### src/exPkg.sv
`default_nettype none

package exPkg;

    ////////////////////////////////////////////////////////////////////////////
    // Multiplier sizing
    ////////////////////////////////////////////////////////////////////////////

    // One product bit per iteration
    localparam int MUL_CYCLES  = 32;
    // Wide enough to index every iteration
    localparam int MUL_COUNT_W = 5;

    ////////////////////////////////////////////////////////////////////////////
    // Opcodes and selects
    ////////////////////////////////////////////////////////////////////////////

    // Execute opcodes, funct-style encoding from decode
    typedef enum logic [7:0] {
        OP_SLL   = 8'h00,
        OP_SRL   = 8'h02,
        OP_SRA   = 8'h03,
        OP_LUI   = 8'h0F,
        OP_MFHI  = 8'h10,
        OP_MTHI  = 8'h11,
        OP_MFLO  = 8'h12,
        OP_MTLO  = 8'h13,
        OP_MULT  = 8'h18,
        OP_MULTU = 8'h19,
        OP_ADD   = 8'h20,
        OP_ADDU  = 8'h21,
        OP_SUB   = 8'h22,
        OP_SUBU  = 8'h23,
        OP_AND   = 8'h24,
        OP_OR    = 8'h25,
        OP_XOR   = 8'h26,
        OP_NOR   = 8'h27,
        OP_SLT   = 8'h2A,
        OP_SLTU  = 8'h2B
    } aluOp_t;

    // Operand source, picked by the hazard unit
    typedef enum logic [1:0] {
        FWD_REG = 2'd0,
        FWD_MEM = 2'd1,
        FWD_WB  = 2'd2
    } fwdSel_t;

    // Multiplier sequencer states
    typedef enum logic [1:0] {
        MUL_IDLE,
        MUL_RUN,
        MUL_DONE
    } mulState_t;

    ////////////////////////////////////////////////////////////////////////////
    // Bundles
    ////////////////////////////////////////////////////////////////////////////

    typedef struct packed {
        fwdSel_t rsSel;
        fwdSel_t rtSel;
    } fwdCtrl_t;

    typedef struct packed {
        aluOp_t aluOp;
        logic   aluSrc;
        logic   regDst;
        logic   shiftImm;
    } exCtrl_t;

    // Register reads and instruction fields from ID/EX
    typedef struct packed {
        logic [31:0] rsData;
        logic [31:0] rtData;
        logic [31:0] immediate;
        logic [4:0]  rt;
        logic [4:0]  rd;
        logic [4:0]  shamt;
    } exOperands_t;

    typedef struct packed {
        logic [31:0] hi;
        logic [31:0] lo;
    } hiLo_t;

endpackage

`default_nettype wire
### src/executeStage.sv
`default_nettype none

module executeStage (
    input  wire logic               clk,
    input  wire logic               reset,
    input  wire exPkg::exCtrl_t     ctrl,
    input  wire exPkg::exOperands_t operands,
    input  wire exPkg::fwdCtrl_t    fwd,
    input  wire logic [31:0]        memAluOut,
    input  wire logic [31:0]        wbValue,
    output logic [31:0]             result,
    output logic [31:0]             forwardRtData,
    output logic [4:0]              destReg,
    output logic                    resultNotOk
);

    import exPkg::*;

    // Resolved ALU operands
    logic [31:0] srcA;
    logic [31:0] srcB;

    // Multiplier sequencing
    logic        mulLoad;
    logic        mulStep;
    logic        mulDone;
    logic        isSigned;
    logic        lastCycle;
    logic [63:0] product;

    hiLo_t       hiLo;

    ////////////////////////////////////////////////////////////////////////////
    // Operand path and ALU
    ////////////////////////////////////////////////////////////////////////////

    operandForward operandForward_i (
        .ctrl          (ctrl),
        .operands      (operands),
        .fwd           (fwd),
        .memAluOut     (memAluOut),
        .wbValue       (wbValue),
        .srcA          (srcA),
        .srcB          (srcB),
        .forwardRtData (forwardRtData),
        .destReg       (destReg)
    );

    aluCore aluCore_i (
        .aluOp  (ctrl.aluOp),
        .srcA   (srcA),
        .srcB   (srcB),
        .hiLo   (hiLo),
        .result (result)
    );

    ////////////////////////////////////////////////////////////////////////////
    // Multiplier and HI/LO
    ////////////////////////////////////////////////////////////////////////////

    mulControl mulControl_i (
        .clk         (clk),
        .reset       (reset),
        .aluOp       (ctrl.aluOp),
        .lastCycle   (lastCycle),
        .mulLoad     (mulLoad),
        .mulStep     (mulStep),
        .mulDone     (mulDone),
        .isSigned    (isSigned),
        .resultNotOk (resultNotOk)
    );

    mulCycleCounter mulCycleCounter_i (
        .clk       (clk),
        .reset     (reset),
        .mulLoad   (mulLoad),
        .mulStep   (mulStep),
        .lastCycle (lastCycle)
    );

    mulDatapath mulDatapath_i (
        .clk      (clk),
        .reset    (reset),
        .mulLoad  (mulLoad),
        .mulStep  (mulStep),
        .isSigned (isSigned),
        .srcA     (srcA),
        .srcB     (srcB),
        .product  (product)
    );

    hiloRegs hiloRegs_i (
        .clk     (clk),
        .reset   (reset),
        .mulDone (mulDone),
        .product (product),
        .aluOp   (ctrl.aluOp),
        .srcA    (srcA),
        .hiLo    (hiLo)
    );

endmodule

`default_nettype wire

### src/hiloRegs.sv
`default_nettype none

module hiloRegs (
    input  wire logic          clk,
    input  wire logic          reset,
    input  wire logic          mulDone,
    input  wire logic [63:0]   product,
    input  wire exPkg::aluOp_t aluOp,
    input  wire logic [31:0]   srcA,
    output exPkg::hiLo_t       hiLo
);

    import exPkg::*;

    always_ff @(posedge clk) begin
        if (reset) begin
            hiLo <= '0;
        end else if (mulDone) begin
            // Full product lands in one edge
            hiLo.hi <= product[63:32];
            hiLo.lo <= product[31:0];
        end else begin
            // Move-to from forwarded rs
            if (aluOp == OP_MTHI) begin
                hiLo.hi <= srcA;
            end
            if (aluOp == OP_MTLO) begin
                hiLo.lo <= srcA;
            end
        end
    end

endmodule

`default_nettype wire

### src/mulDatapath.sv
`default_nettype none

module mulDatapath (
    input  wire logic        clk,
    input  wire logic        reset,
    input  wire logic        mulLoad,
    input  wire logic        mulStep,
    input  wire logic        isSigned,
    input  wire logic [31:0] srcA,
    input  wire logic [31:0] srcB,
    output logic [63:0]      product
);

    // Shift registers for the running multiply
    logic [63:0] multiplicand;
    logic [31:0] multiplier;
    logic [63:0] accum;
    logic        negResult;

    // Operand magnitudes
    logic [31:0] magA;
    logic [31:0] magB;

    // Two's complement abs, unsigned ops pass through
    assign magA = (isSigned && srcA[31]) ? (~srcA + 32'd1) : srcA;
    assign magB = (isSigned && srcB[31]) ? (~srcB + 32'd1) : srcB;

    ////////////////////////////////////////////////////////////////////////////
    // Shift-add iteration
    ////////////////////////////////////////////////////////////////////////////

    // Operands held after load, caller may change inputs
    always_ff @(posedge clk) begin
        if (mulLoad) begin
            multiplicand <= {32'd0, magA};
            multiplier   <= magB;
        end else if (mulStep) begin
            multiplicand <= multiplicand << 1;
            multiplier   <= multiplier >> 1;
        end
    end

    always_ff @(posedge clk) begin
        if (reset) begin
            accum     <= '0;
            negResult <= 1'b0;
        end else if (mulLoad) begin
            accum     <= '0;
            negResult <= isSigned && (srcA[31] ^ srcB[31]);
        end else if (mulStep && multiplier[0]) begin
            accum <= accum + multiplicand;
        end
    end

    // Sign fix on the way out
    assign product = negResult ? (~accum + 64'd1) : accum;

endmodule

`default_nettype wire

### src/mulCycleCounter.sv
`default_nettype none

module mulCycleCounter (
    input  wire logic clk,
    input  wire logic reset,
    input  wire logic mulLoad,
    input  wire logic mulStep,
    output logic      lastCycle
);

    import exPkg::*;

    logic [MUL_COUNT_W-1:0] count;

    // Restart on each new multiply
    always_ff @(posedge clk) begin
        if (reset) begin
            count <= '0;
        end else if (mulLoad) begin
            count <= '0;
        end else if (mulStep) begin
            // Wraps back to zero after the final step
            count <= count + 1'b1;
        end
    end

    assign lastCycle = (count == MUL_COUNT_W'(MUL_CYCLES - 1));

endmodule

`default_nettype wire

### src/mulControl.sv
`default_nettype none

module mulControl (
    input  wire logic          clk,
    input  wire logic          reset,
    input  wire exPkg::aluOp_t aluOp,
    input  wire logic          lastCycle,
    output logic               mulLoad,
    output logic               mulStep,
    output logic               mulDone,
    output logic               isSigned,
    output logic               resultNotOk
);

    import exPkg::*;

    mulState_t state;
    mulState_t nextState;
    logic      isMul;

    // Multiply decode lives only here
    assign isMul    = (aluOp == OP_MULT) || (aluOp == OP_MULTU);
    assign isSigned = (aluOp == OP_MULT);

    always_ff @(posedge clk) begin
        if (reset) begin
            state <= MUL_IDLE;
        end else begin
            state <= nextState;
        end
    end

    always_comb begin
        nextState = state;
        case (state)
            MUL_IDLE: begin
                // Start on the first cycle the opcode shows up
                if (isMul) begin
                    nextState = MUL_RUN;
                end
            end
            MUL_RUN: begin
                if (lastCycle) begin
                    nextState = MUL_DONE;
                end
            end
            // HI/LO written at end of this cycle
            MUL_DONE: nextState = MUL_IDLE;
            default:  nextState = MUL_IDLE;
        endcase
    end

    // Strobes straight from state
    assign mulLoad = (state == MUL_IDLE) && isMul;
    assign mulStep = (state == MUL_RUN);
    assign mulDone = (state == MUL_DONE);

    // Pipeline holds until the done cycle
    assign resultNotOk = isMul && (state != MUL_DONE);

endmodule

`default_nettype wire

### src/aluCore.sv
`default_nettype none

module aluCore (
    input  wire exPkg::aluOp_t aluOp,
    input  wire logic [31:0]   srcA,
    input  wire logic [31:0]   srcB,
    input  wire exPkg::hiLo_t  hiLo,
    output logic [31:0]        result
);

    import exPkg::*;

    logic [31:0] aluResult;
    logic [4:0]  shiftAmt;

    // Shift count from low rs bits
    assign shiftAmt = srcA[4:0];

    ////////////////////////////////////////////////////////////////////////////
    // Single-cycle ALU
    ////////////////////////////////////////////////////////////////////////////

    always_comb begin
        case (aluOp)
            // No overflow trap, plain wrap
            OP_ADD, OP_ADDU: aluResult = srcA + srcB;
            OP_SUB, OP_SUBU: aluResult = srcA - srcB;
            OP_AND:          aluResult = srcA & srcB;
            OP_OR:           aluResult = srcA | srcB;
            OP_XOR:          aluResult = srcA ^ srcB;
            OP_NOR:          aluResult = ~(srcA | srcB);
            // Set-on-less-than
            OP_SLT:          aluResult = {31'd0, $signed(srcA) < $signed(srcB)};
            OP_SLTU:         aluResult = {31'd0, srcA < srcB};
            // Shifts act on rt side
            OP_SLL:          aluResult = srcB << shiftAmt;
            OP_SRL:          aluResult = srcB >> shiftAmt;
            OP_SRA:          aluResult = $unsigned($signed(srcB) >>> shiftAmt);
            OP_LUI:          aluResult = {srcB[15:0], 16'd0};
            // Multiply and move-to produce nothing here
            default:         aluResult = '0;
        endcase
    end

    ////////////////////////////////////////////////////////////////////////////
    // Final result select
    ////////////////////////////////////////////////////////////////////////////

    always_comb begin
        case (aluOp)
            OP_MFHI: result = hiLo.hi;
            OP_MFLO: result = hiLo.lo;
            default: result = aluResult;
        endcase
    end

endmodule

`default_nettype wire

### src/operandForward.sv
`default_nettype none

module operandForward (
    input  wire exPkg::exCtrl_t     ctrl,
    input  wire exPkg::exOperands_t operands,
    input  wire exPkg::fwdCtrl_t    fwd,
    input  wire logic [31:0]        memAluOut,
    input  wire logic [31:0]        wbValue,
    output logic [31:0]             srcA,
    output logic [31:0]             srcB,
    output logic [31:0]             forwardRtData,
    output logic [4:0]              destReg
);

    import exPkg::*;

    // Rs path before forwarding
    logic [31:0] rsBase;

    // Three-way operand source pick
    function automatic logic [31:0] pickSource(
        input fwdSel_t     sel,
        input logic [31:0] regValue,
        input logic [31:0] memValue,
        input logic [31:0] wbVal
    );
        case (sel)
            FWD_MEM: return memValue;
            FWD_WB:  return wbVal;
            // Unused encoding falls back to the register read
            default: return regValue;
        endcase
    endfunction

    // Shift amount replaces rs for immediate shifts
    assign rsBase = ctrl.shiftImm ? {27'd0, operands.shamt} : operands.rsData;

    // Forward mux still wins over the shift amount
    assign srcA = pickSource(fwd.rsSel, rsBase, memAluOut, wbValue);

    // Store data is always the forwarded rt
    assign forwardRtData = pickSource(fwd.rtSel, operands.rtData, memAluOut, wbValue);

    // Immediate select after forwarding
    assign srcB = ctrl.aluSrc ? operands.immediate : forwardRtData;

    // R-type writes rd, I-type writes rt
    assign destReg = ctrl.regDst ? operands.rd : operands.rt;

endmodule

`default_nettype wire

### config.mk
export PLATFORM = sky130hd
export DESIGN_NAME = executeStage
export DESIGN_NICKNAME = d
export VERILOG_FILES = /design/src/exPkg.sv /design/src/executeStage.sv /design/src/hiloRegs.sv /design/src/mulDatapath.sv /design/src/mulCycleCounter.sv /design/src/mulControl.sv /design/src/aluCore.sv /design/src/operandForward.sv
export SDC_FILE = /design/constraint.sdc
export NUM_CORES = 1
export LEC_CHECK = 0
export BUFFER_PORTS_ARGS = -buffer_cell sky130_fd_sc_hd__buf_2
export CAP_MARGIN = 10
export CORE_MARGIN = 3
export CORE_UTILIZATION = 60
export CTS_CLUSTER_SIZE = 10
export DETAILED_ROUTE_END_ITERATION = 16
export PLACE_DENSITY = 0.8
export SLEW_MARGIN = 30
export SYNTH_ARGS = -nofsm -noshare
export SYNTH_HDL_FRONTEND = slang
export SYNTH_HIERARCHICAL = 1
export SYNTH_SLANG_ARGS = --single-unit
### constraint.sdc
create_clock -name clk -period 5.56 [get_ports clk]
set_clock_uncertainty 0.15 [all_clocks]
set_input_delay 0.278 -clock clk [delete_from_list [all_inputs] [get_ports clk]]
set_output_delay 0.278 -clock clk [all_outputs]
set_load 0.03 [all_outputs]
==> parameters.txt, run 1 <==
Parameter                              Value

Timing
  Maximum clock rate    0.186 GHz
  Final critical-path setup slack    0.181 ns
  Number of endpoints failing setup at the final stage    0
  Hold WS    0.0322 ns
  Shortest period the worst path allows    5.38 ns
  Unrepaired setup endpoints after global routing    false
  Final Max Slew Viols    0
  Max_slew headroom    27.6%
  Slew at the pin closest to its max-slew limit    1.09 ns
  Setup tns final    0 ns
  Final critical-path share of the clock period    96.7%
  Number of hold violations in the final report    0

GRT
  Global routing usage summed across all routing layers    48.2%
  Largest net degree at the start of global routing    166
  Number of global-route vias before repair    29092
  Grt total ovfl    0
  M2 GR Usage    72.8%
  Met1 usage in global routing    56.9%
  Met3 Resource Use GR    14.3%
  Global-route wire length before repair    183000 microns
  Number of antenna violations at the first check in global routing    7
  Global-route layer with the greatest usage    met2

Power
  IR drop worst, VDD    265 uV
  Leakage power figure    12.9 nW
  Switching part of the total power    44.1%
  Power density over cell area    220 nW/um^2
  Gate power share    49.9%
  Part of the total power dissipated in the clock network    22.7%
  Total power    0.00683 W
  Relative contribution of sequential cells to total power    27.4%
  Cell internal power dissipation    0.00382 W
  Net switching component of the power    0.00301 W

Clocking
  Master cell of the clock root buffer    clkbuf_16
  Worst-skew pair later-pin latency    0.54 ns
  Clock-pin slew on the worst setup and hold paths    0.05 ns
  Number of setup buffers added after CTS    0
  Total number of H-tree levels    1
  Number of buffers added by the clock tree synthesis step    27
  CTS tree    done
  Clock Sinks    232
  Maximum count of clock buffers along a single path    3

Synth
  Share of synthesized area occupied by flip-flops and latches    18.8%
  Mean post-synth cell area    7.67 sq um
  Biggest area consumer among synthesized cells    dfxtp_1
  Yosys warnings    6
  Synthesis-stage register bit count    232
  Nets in the synthesized netlist    4030
  Number of synthesized flops with an enable pin    64
  Synth top area cells    dfxtp_1 12%, ha_1 7.8%, a21oi_1 7.0%
  Cells after Synth    3661
  Netlist area before placement    28100 sq um
  Share of synthesized registers carrying an async set or reset    0%
  Unique cell type count in the Yosys netlist    106
  Most common flop cell mapped by yosys    dfxtp_1
  Top cell type's share of synthesized area    12.0%

Placed design
  Post-detail-place hpwl    92700 microns
  RD Place Congestion    1.18
  Instance area at placement    30200 sq um
  Port Buf Inserts    261
  Worst setup slack after placement    0.273 ns

Detailed routing
  Per-cell via count in the routed design    6.98
  Total iterations of the first detailed-routing run    7
  Total vias in the final route    31066
  Final Routed Wirelength    125000 microns
  Number of routed nets with antenna violations    0
  Drt wl/cell    28.1 microns
  Detailed router's first-iteration violation count    4324
  Total DRC errors in the routed layout    0

Hold path
  Min-delay worst type    in -> reg

Cells and area
  Commonest non-fill, non-tap cells in the layout    421 x nand2_1, 388 x a21oi_1, 343 x nor2_1
  Footprint of the flip-flops and latches    5290 sq um
  Number of fillers in the final layout    3862
  Fraction of final layout cells sized beyond drive strength 1    18.2%
  Synth-to-layout area growth    10.3%
  Footprint of the multi-input gates    21200 sq um
  Most frequent standard cell in the layout excluding fill and tap cells    nand2_1
  Net count reported at finish    4204
  Post-route cell area    31000 sq um

Worst setup path
  Sort of element at the start of the critical path    input port
  Destination of the worst register-to-register timing path    mulDatapath_i/accum[62]
  Startpoint of the most critical register-to-register path    mulDatapath_i/accum[0]
  Element type at the critical path end    output pin
  Worst reg2reg path depth    11
  Origin of the worst setup path    fwd[2]
  Type of the setup path with the least slack    in -> out
  CP max FO    15
  Crit path required time    5.13 ns
  Destination of the critical timing path    result[27]
  Critical Path AT    4.95 ns
  Worst reg-to-reg setup slack    1.26 ns

Floorplan
  Core area    45800 sq um
  Initial core utilization    61.4%
  Y dimension of the die    222 microns
  Floorplan die width    222 microns
  Top-level I/O count    262
  Die ar.    49400 sq um
  Standard-cell rows    78

Run status
  Run status    finished clean

Run
  Max Cap Viol    0
metrics by stage:
| stage | cells | util, % |
|---|---|---|
| after floorplan | 3661 | - |
| after global placement | 4406 | 66.0 |
| after detailed placement | 4406 | 66.0 |
| after CTS | 4444 | 67.6 |
| after global routing | 4444 | 67.7 |
| final | 4449 | 67.7 |
power by group through the flow:
stage | clock network, W | registers, W | logic [W]
after floorplan | 0 | 0.00188 | 0.00214
after global placement | 0 | 0.00190 | 0.00322
after detailed placement | 0 | 0.00190 | 0.00321
after CTS | 0.00156 | 0.00187 | 0.00324
after global routing | 0.00160 | 0.00188 | 0.00357
final | 0.00155 | 0.00187 | 0.00341
sequential cells by signal (all words and copies together), names as in the netlist:
register / count
mulControl_i/state: 2
mulDatapath_i/accum: 64
mulDatapath_i/multiplier: 32
hiloRegs_i/hiLo: 64
mulDatapath_i/multiplicand: 64
mulDatapath_i/negResult: 1
mulCycleCounter_i/count: 5
per-layer routing:
| metal | wire length [microns] | share of wire [%] |
|---|---|---|
| met3 | 15900 | 13 |
| met1 | 43800 | 35 |
| met5 | 25 | 0.020 |
| met2 | 52500 | 42 |
| met4 | 12800 | 10 |
layout make-up:
type / instances / share of cell area (%)
well taps: 600 / 2.42
inverters: 142 / 1.72
repair buffers: 408 / 7.96
clock inverters: 2 / 0.0363
flip-flops and latches: 232 / 17.1
clock buffers: 36 / 2.29
diodes: 5 / 0.0404
multi-input cells: 3024 / 68.5
cell usage after synthesis, types with 50 or more instances:
master	count
a21oi_1	393
a22oi_1	57
buf_2	50
clkbuf_1	153
dfxtp_1	168
edfxtp_1	64
ha_1	174
inv_1	131
mux2_4	61
mux2i_1	114
nand2_1	421
nand3_1	57
nor2_1	345
nor2b_1	107
nor3_1	61
o21ai_0	181
xnor2_1	162
cells by family after synthesis:
group,share of synthesized area [%]
AO/OA/AOI/OAI,28.7
XOR/XNOR,6.58
adder cells (fa/ha/maj),7.97
buffers and inverters,6.20
flip-flops,18.8
multiplexers,10.7
AND/OR/NAND/NOR,21.0
worst max-delay path, cell delays in order:
cell	delay (ns)
buf_2	0.11
inv_1	0.05
ha_1	0.37
buf_4	0.28
a22oi_1	0.12
o2bb2ai_1	0.82
inv_1	0.11
ha_1	0.72
a21o_1	0.19
a21oi_1	0.06
o21bai_1	0.40
a21o_1	0.23
a211oi_1	0.10
o21ai_0	0.16
o21ai_1	0.13
xnor2_1	0.18
a211o_1	0.40
buf_2	0.21
worst min-delay path by stage:
stage | slack (ns) | endpoint | cells after the start | startpoint
CTS | 0.01 | mulControl_i/state[0] | 3 | ctrl[10]
detailed placement | 0.36 | mulCycleCounter_i/count[4] | 2 | mulCycleCounter_i/count[4]
finish | 0.03 | mulControl_i/state[0] | 3 | ctrl[10]
global placement | 0.32 | mulDatapath_i/accum[63] | 2 | mulDatapath_i/accum[63]
floorplan | 0.20 | mulDatapath_i/negResult | 1 | reset
global route | 0.05 | mulControl_i/state[0] | 3 | ctrl[10]
repair_timing:
item,CTS,global route
setup endpoints to repair,0,6
gates resized for setup,0,6
hold buffers,0,0
No activity file was read; power rests on OpenSTA's default activity.
==> run 2: changes to the inputs <==
--- a/config.mk
+++ b/config.mk
@@ -5,13 +5,17 @@
 export SDC_FILE = /design/constraint.sdc
 export NUM_CORES = 1
 export LEC_CHECK = 0
+export ABC_AREA = 1
 export BUFFER_PORTS_ARGS = -buffer_cell sky130_fd_sc_hd__buf_2
 export CAP_MARGIN = 10
+export CELL_PAD_IN_SITES_DETAIL_PLACEMENT = 1
+export CELL_PAD_IN_SITES_GLOBAL_PLACEMENT = 1
 export CORE_MARGIN = 3
-export CORE_UTILIZATION = 60
+export CORE_UTILIZATION = 43
+export CTS_CLUSTER_DIAMETER = 30
 export CTS_CLUSTER_SIZE = 10
 export DETAILED_ROUTE_END_ITERATION = 16
-export PLACE_DENSITY = 0.8
+export PLACE_DENSITY = 0.84
 export SLEW_MARGIN = 30
 export SYNTH_ARGS = -nofsm -noshare
 export SYNTH_HDL_FRONTEND = slang
==> run 2 against run 1 <==
  * Sequential share of layout area fell by 3.1 points
  * Setup slack improved by 0.076 ns
  * Non-clock buffer count fell by 41
  * Synthesized cell count rose by 69%
  * Register-to-register slack improved by 1.1 ns
  * Cell count rose by 68%
  * Synthesized area rose by 19%
  * Clock-buffer cell count rose by 25
  * Routed wire length rose by 48%
  * Critical path type unchanged
  * Largest power group is now the clock network
==> parameters.txt, run 2 <==
Parameter                              Value

Run status
  Run status    finished clean (unchanged)

Hold path
  Min-delay worst type    in -> reg (unchanged)

Clocking
  Maximum count of clock buffers along a single path    3 (unchanged)
  Number of buffers added by the clock tree synthesis step    59 (was 27)
  Resized cells post-CTS    0 (unchanged)
  Total number of H-tree levels    2 (was 1)
  Clock-pin slew on the worst setup and hold paths    0.06 ns (was 0.05 ns)
  Worst-skew pair later-pin latency    0.63 ns (was 0.54 ns)
  CTS tree    done (unchanged)
  Clock Sinks    232 (unchanged)
  Master cell of the clock root buffer    clkbuf_16 (unchanged)

Detailed routing
  Total iterations of the first detailed-routing run    6 (was 7)
  Total DRC errors in the routed layout    0 (unchanged)
  Detailed router's first-iteration violation count    3754 (was 4324)
  Total vias in the final route    43399 (was 31066)
  Drt wl/cell    24.7 microns (was 28.1 microns)
  Final Routed Wirelength    185000 microns (was 125000 microns)
  Number of routed nets with antenna violations    0 (unchanged)
  Per-cell via count in the routed design    5.81 (was 6.98)

Cells and area
  Core Util, Final    49.4% (was 67.7%)
  Commonest non-fill, non-tap cells in the layout    2193 x nand2_1, 942 x inv_1, 662 x nand3_1 (was 421 x nand2_1, 388 x a21oi_1, 343 x nor2_1)
  Largest registers    hiloRegs_i/hiLo: 64 flops, mulDatapath_i/accum: 64 flops, mulDatapath_i/multiplicand: 64 flops (unchanged)
  Synth-to-layout area growth    13.0% (was 10.3%)
  Most frequent standard cell in the layout excluding fill and tap cells    nand2_1 (unchanged)
  Count of placed standard cells in the final layout, fillers left out    7473 (was 4449)
  Fraction of final layout cells sized beyond drive strength 1    10.7% (was 18.2%)
  Net count reported at finish    6759 (was 4204)

GRT
  Global-route wire length before repair    273000 microns (was 183000 microns)
  Met1 usage in global routing    50.6% (was 56.9%)
  Global-route layer with the greatest usage    met2 (unchanged)
  Largest net degree at the start of global routing    92 (was 166)
  Number of global-route vias before repair    44469 (was 29092)
  Grt total ovfl    0 (unchanged)
  Met3 Resource Use GR    6.20% (was 14.3%)
  Global routing usage summed across all routing layers    43.9% (was 48.2%)
  M2 GR Usage    73.4% (was 72.8%)
  Number of antenna violations at the first check in global routing    5 (was 7)

Placed design
  Post-detail-place hpwl    145000 microns (was 92700 microns)
  Cells after DPL    7358 (was 4406)
  Port Buf Inserts    261 (unchanged)
  RD Place Congestion    1.05 (was 1.18)

Power
  Total power    0.00880 W (was 0.00683 W)
  Power density over cell area    233 nW/um^2 (was 220 nW/um^2)
  IR drop worst, VDD    232 uV (was 265 uV)
  Leakage power figure    21.4 nW (was 12.9 nW)

Worst setup path
  CP max FO    33 (was 15)
  Worst path most repeated cell    nand2_1
  Type of the setup path with the least slack    in -> out (unchanged)
  Element type at the critical path end    output pin (unchanged)
  Critical Path AT    4.87 ns (was 4.95 ns)
  Crit path required time    5.13 ns (about the same)
  Peak per-stage delay on the critical path    0.49 ns (was 0.82 ns)
  Max stage delay cell, worst path    nand2_1 (was o2bb2ai_1)
  Combined buffer and inverter count along the critical path    6 (was 5)
  Sort of element at the start of the critical path    input port (unchanged)
  Cells traversed along the worst timing path    buf_2 > inv_1 > ha_1 > inv_2 > nor2_8 > nand2_1 > nand2_1 > inv_1 > ha_1 > nor2_1 > inv_1 > nor2_1 > nand2_1 > nor3_1 > nand2_1 > nand2_1 > nand2_1 > nand3_1 > nand4_1 > buf_2 (was buf_2 > inv_1 > ha_1 > buf_4 > a22oi_1 > o2bb2ai_1 > inv_1 > ha_1 > a21o_1 > a21oi_1 > o21bai_1 > a21o_1 > a211oi_1 > o21ai_0 > o21ai_1 > xnor2_1 > a211o_1 > buf_2)
  Worst path top cell family by delay    simple AND/OR/NAND/NOR gates (was compound AO/OA/AOI/OAI gates)

Synth
  Yosys warnings    6 (unchanged)
  Cells after Synth    6199 (was 3661)
  Netlist area before placement    33500 sq um (was 28100 sq um)
  Top cell type's share of synthesized area    24.6% (was 12.0%)
  Share of synthesized area occupied by flip-flops and latches    15.8% (was 18.8%)
  Biggest area consumer among synthesized cells    nand2_1 (was dfxtp_1)
  Unique cell type count in the Yosys netlist    63 (was 106)
  Synth top area cells    nand2_1 25%, inv_1 11%, dfxtp_1 10% (was dfxtp_1 12%, ha_1 7.8%, a21oi_1 7.0%)
  Most common flop cell mapped by yosys    dfxtp_1 (unchanged)
  Leading cell types by count after synthesis    2194 x nand2_1, 944 x inv_1, 662 x nand3_1 (was 421 x nand2_1, 393 x a21oi_1, 345 x nor2_1)
  Synthesis-stage register bit count    232 (unchanged)
  Nets in the synthesized netlist    6568 (was 4030)
  Mean post-synth cell area    5.40 sq um (was 7.67 sq um)
  Most frequent cell after synthesis    nand2_1 (unchanged)
  Share of synthesized registers carrying an async set or reset    0% (unchanged)
  Number of synthesized flops with an enable pin    64 (unchanged)

Timing
  Number of hold violations in the final report    0 (unchanged)
  Setup tns final    0 ns (unchanged)
  Slew at the pin closest to its max-slew limit    1.03 ns (was 1.09 ns)
  Final Max Slew Viols    0 (unchanged)
  Number of endpoints failing setup at the final stage    0 (unchanged)
  Unrepaired setup endpoints after global routing    false (unchanged)
  Shortest period the worst path allows    5.30 ns (was 5.38 ns)
  Max_slew headroom    30.8% (was 27.6%)
  Final critical-path share of the clock period    95.4% (was 96.7%)
  Maximum clock rate    0.189 GHz (was 0.186 GHz)

Floorplan
  Initial core utilization    43.7% (was 61.4%)
  Y dimension of the die    285 microns (was 222 microns)
  Standard-cell rows    101 (was 78)
  Die ar.    81200 sq um (was 49400 sq um)
  Core area    76600 sq um (was 45800 sq um)
  Floorplan die width    285 microns (was 222 microns)
  Top-level I/O count    262 (unchanged)

Run
  Max Cap Viol    0 (unchanged)
run 2: changes by cell type in the layout (fill, tap and decap cells not counted), moves of 101 or more:
| cell | previous run | this run |
|---|---|---|
| nand2_1 | 421 | 2193 |
| o21ai_0 | 181 | 282 |
| mux2i_1 | 114 | 3 |
| nor2_1 | 343 | 560 |
| nor2b_1 | 105 | 0 |
| inv_1 | 131 | 942 |
| a21oi_1 | 388 | 217 |
| xnor2_1 | 162 | 24 |
| nand3_1 | 57 | 662 |
run 2: logic make-up (layout without fill, tap and decap cells):
kind of cell	Yosys count	count (layout)	share of synthesized area, %
other	0	3	0
xor gates and xnor gates	127	127	3.32
muxes	8	8	0.258
AOI/OAI and AO/OA	642	642	10.4
adders and majority gates	177	177	6.68
and+or+nand+nor	3787	3787	48.7
buffers and inverters	1226	1467	14.8
DFF	232	232	15.8
run 2: layout make-up:
cell class,count,area (sq um)
diodes,3,7.51
clock buffers,61,1500
clock inverters,50,542
fillers,11307,38800
inverters,989,3730
multi-input cells,4741,23300
flip-flops and latches,232,5290
well taps,1030,1290
repair buffers,367,2130
run 2: report_power, final:
part	leakage, nW	internal (W)	switching, W
clock	0.964	0.00228	0.00128
combinational	18.5	0.000882	0.00244
sequential	1.94	0.00181	0.0000900
run 2: routing by layer:
metal	part of all wire [%]	wire (microns)
met4	9.3	17200
met5	0.0065	12
met3	7.3	13500
met2	46	84100
met1	38	70000
run 2: final timing paths:
path,start,end,slack [ns],depth (start not counted)
max,fwd[2],result[30],0.26,20
min,ctrl[9],mulControl_i/state[0],0.03,4
max reg2reg,mulDatapath_i/accum[0],mulDatapath_i/accum[56],2.35,14
min reg2reg,mulCycleCounter_i/count[3],mulCycleCounter_i/count[3],0.37,2
run 2: tightest hold or removal path: cells and delay by family:
| family | cells | cell delay (ns) |
|---|---|---|
| simple gates | 2 | 0.30 |
| buf+inv | 1 | 0.13 |
| compound gates | 1 | 0.06 |
run 2: metrics by stage:
step           worst slack (ns)  area (sq um)  hold slack, ns
2_1_floorplan              1.41         33500           0.190
3_3_place_gp              0.476         35800           0.334
3_5_place_dp              0.501         35800           0.354
4_1_cts                   0.469         37800          0.0106
5_1_grt                   0.106         37800          0.0436
6_report                  0.257         37800          0.0321
run 2: what timing repair did:
item,in CTS,in global routing
endpoints found under the hold margin,3,0
hold buffers,1,0
setup buffers,0,0
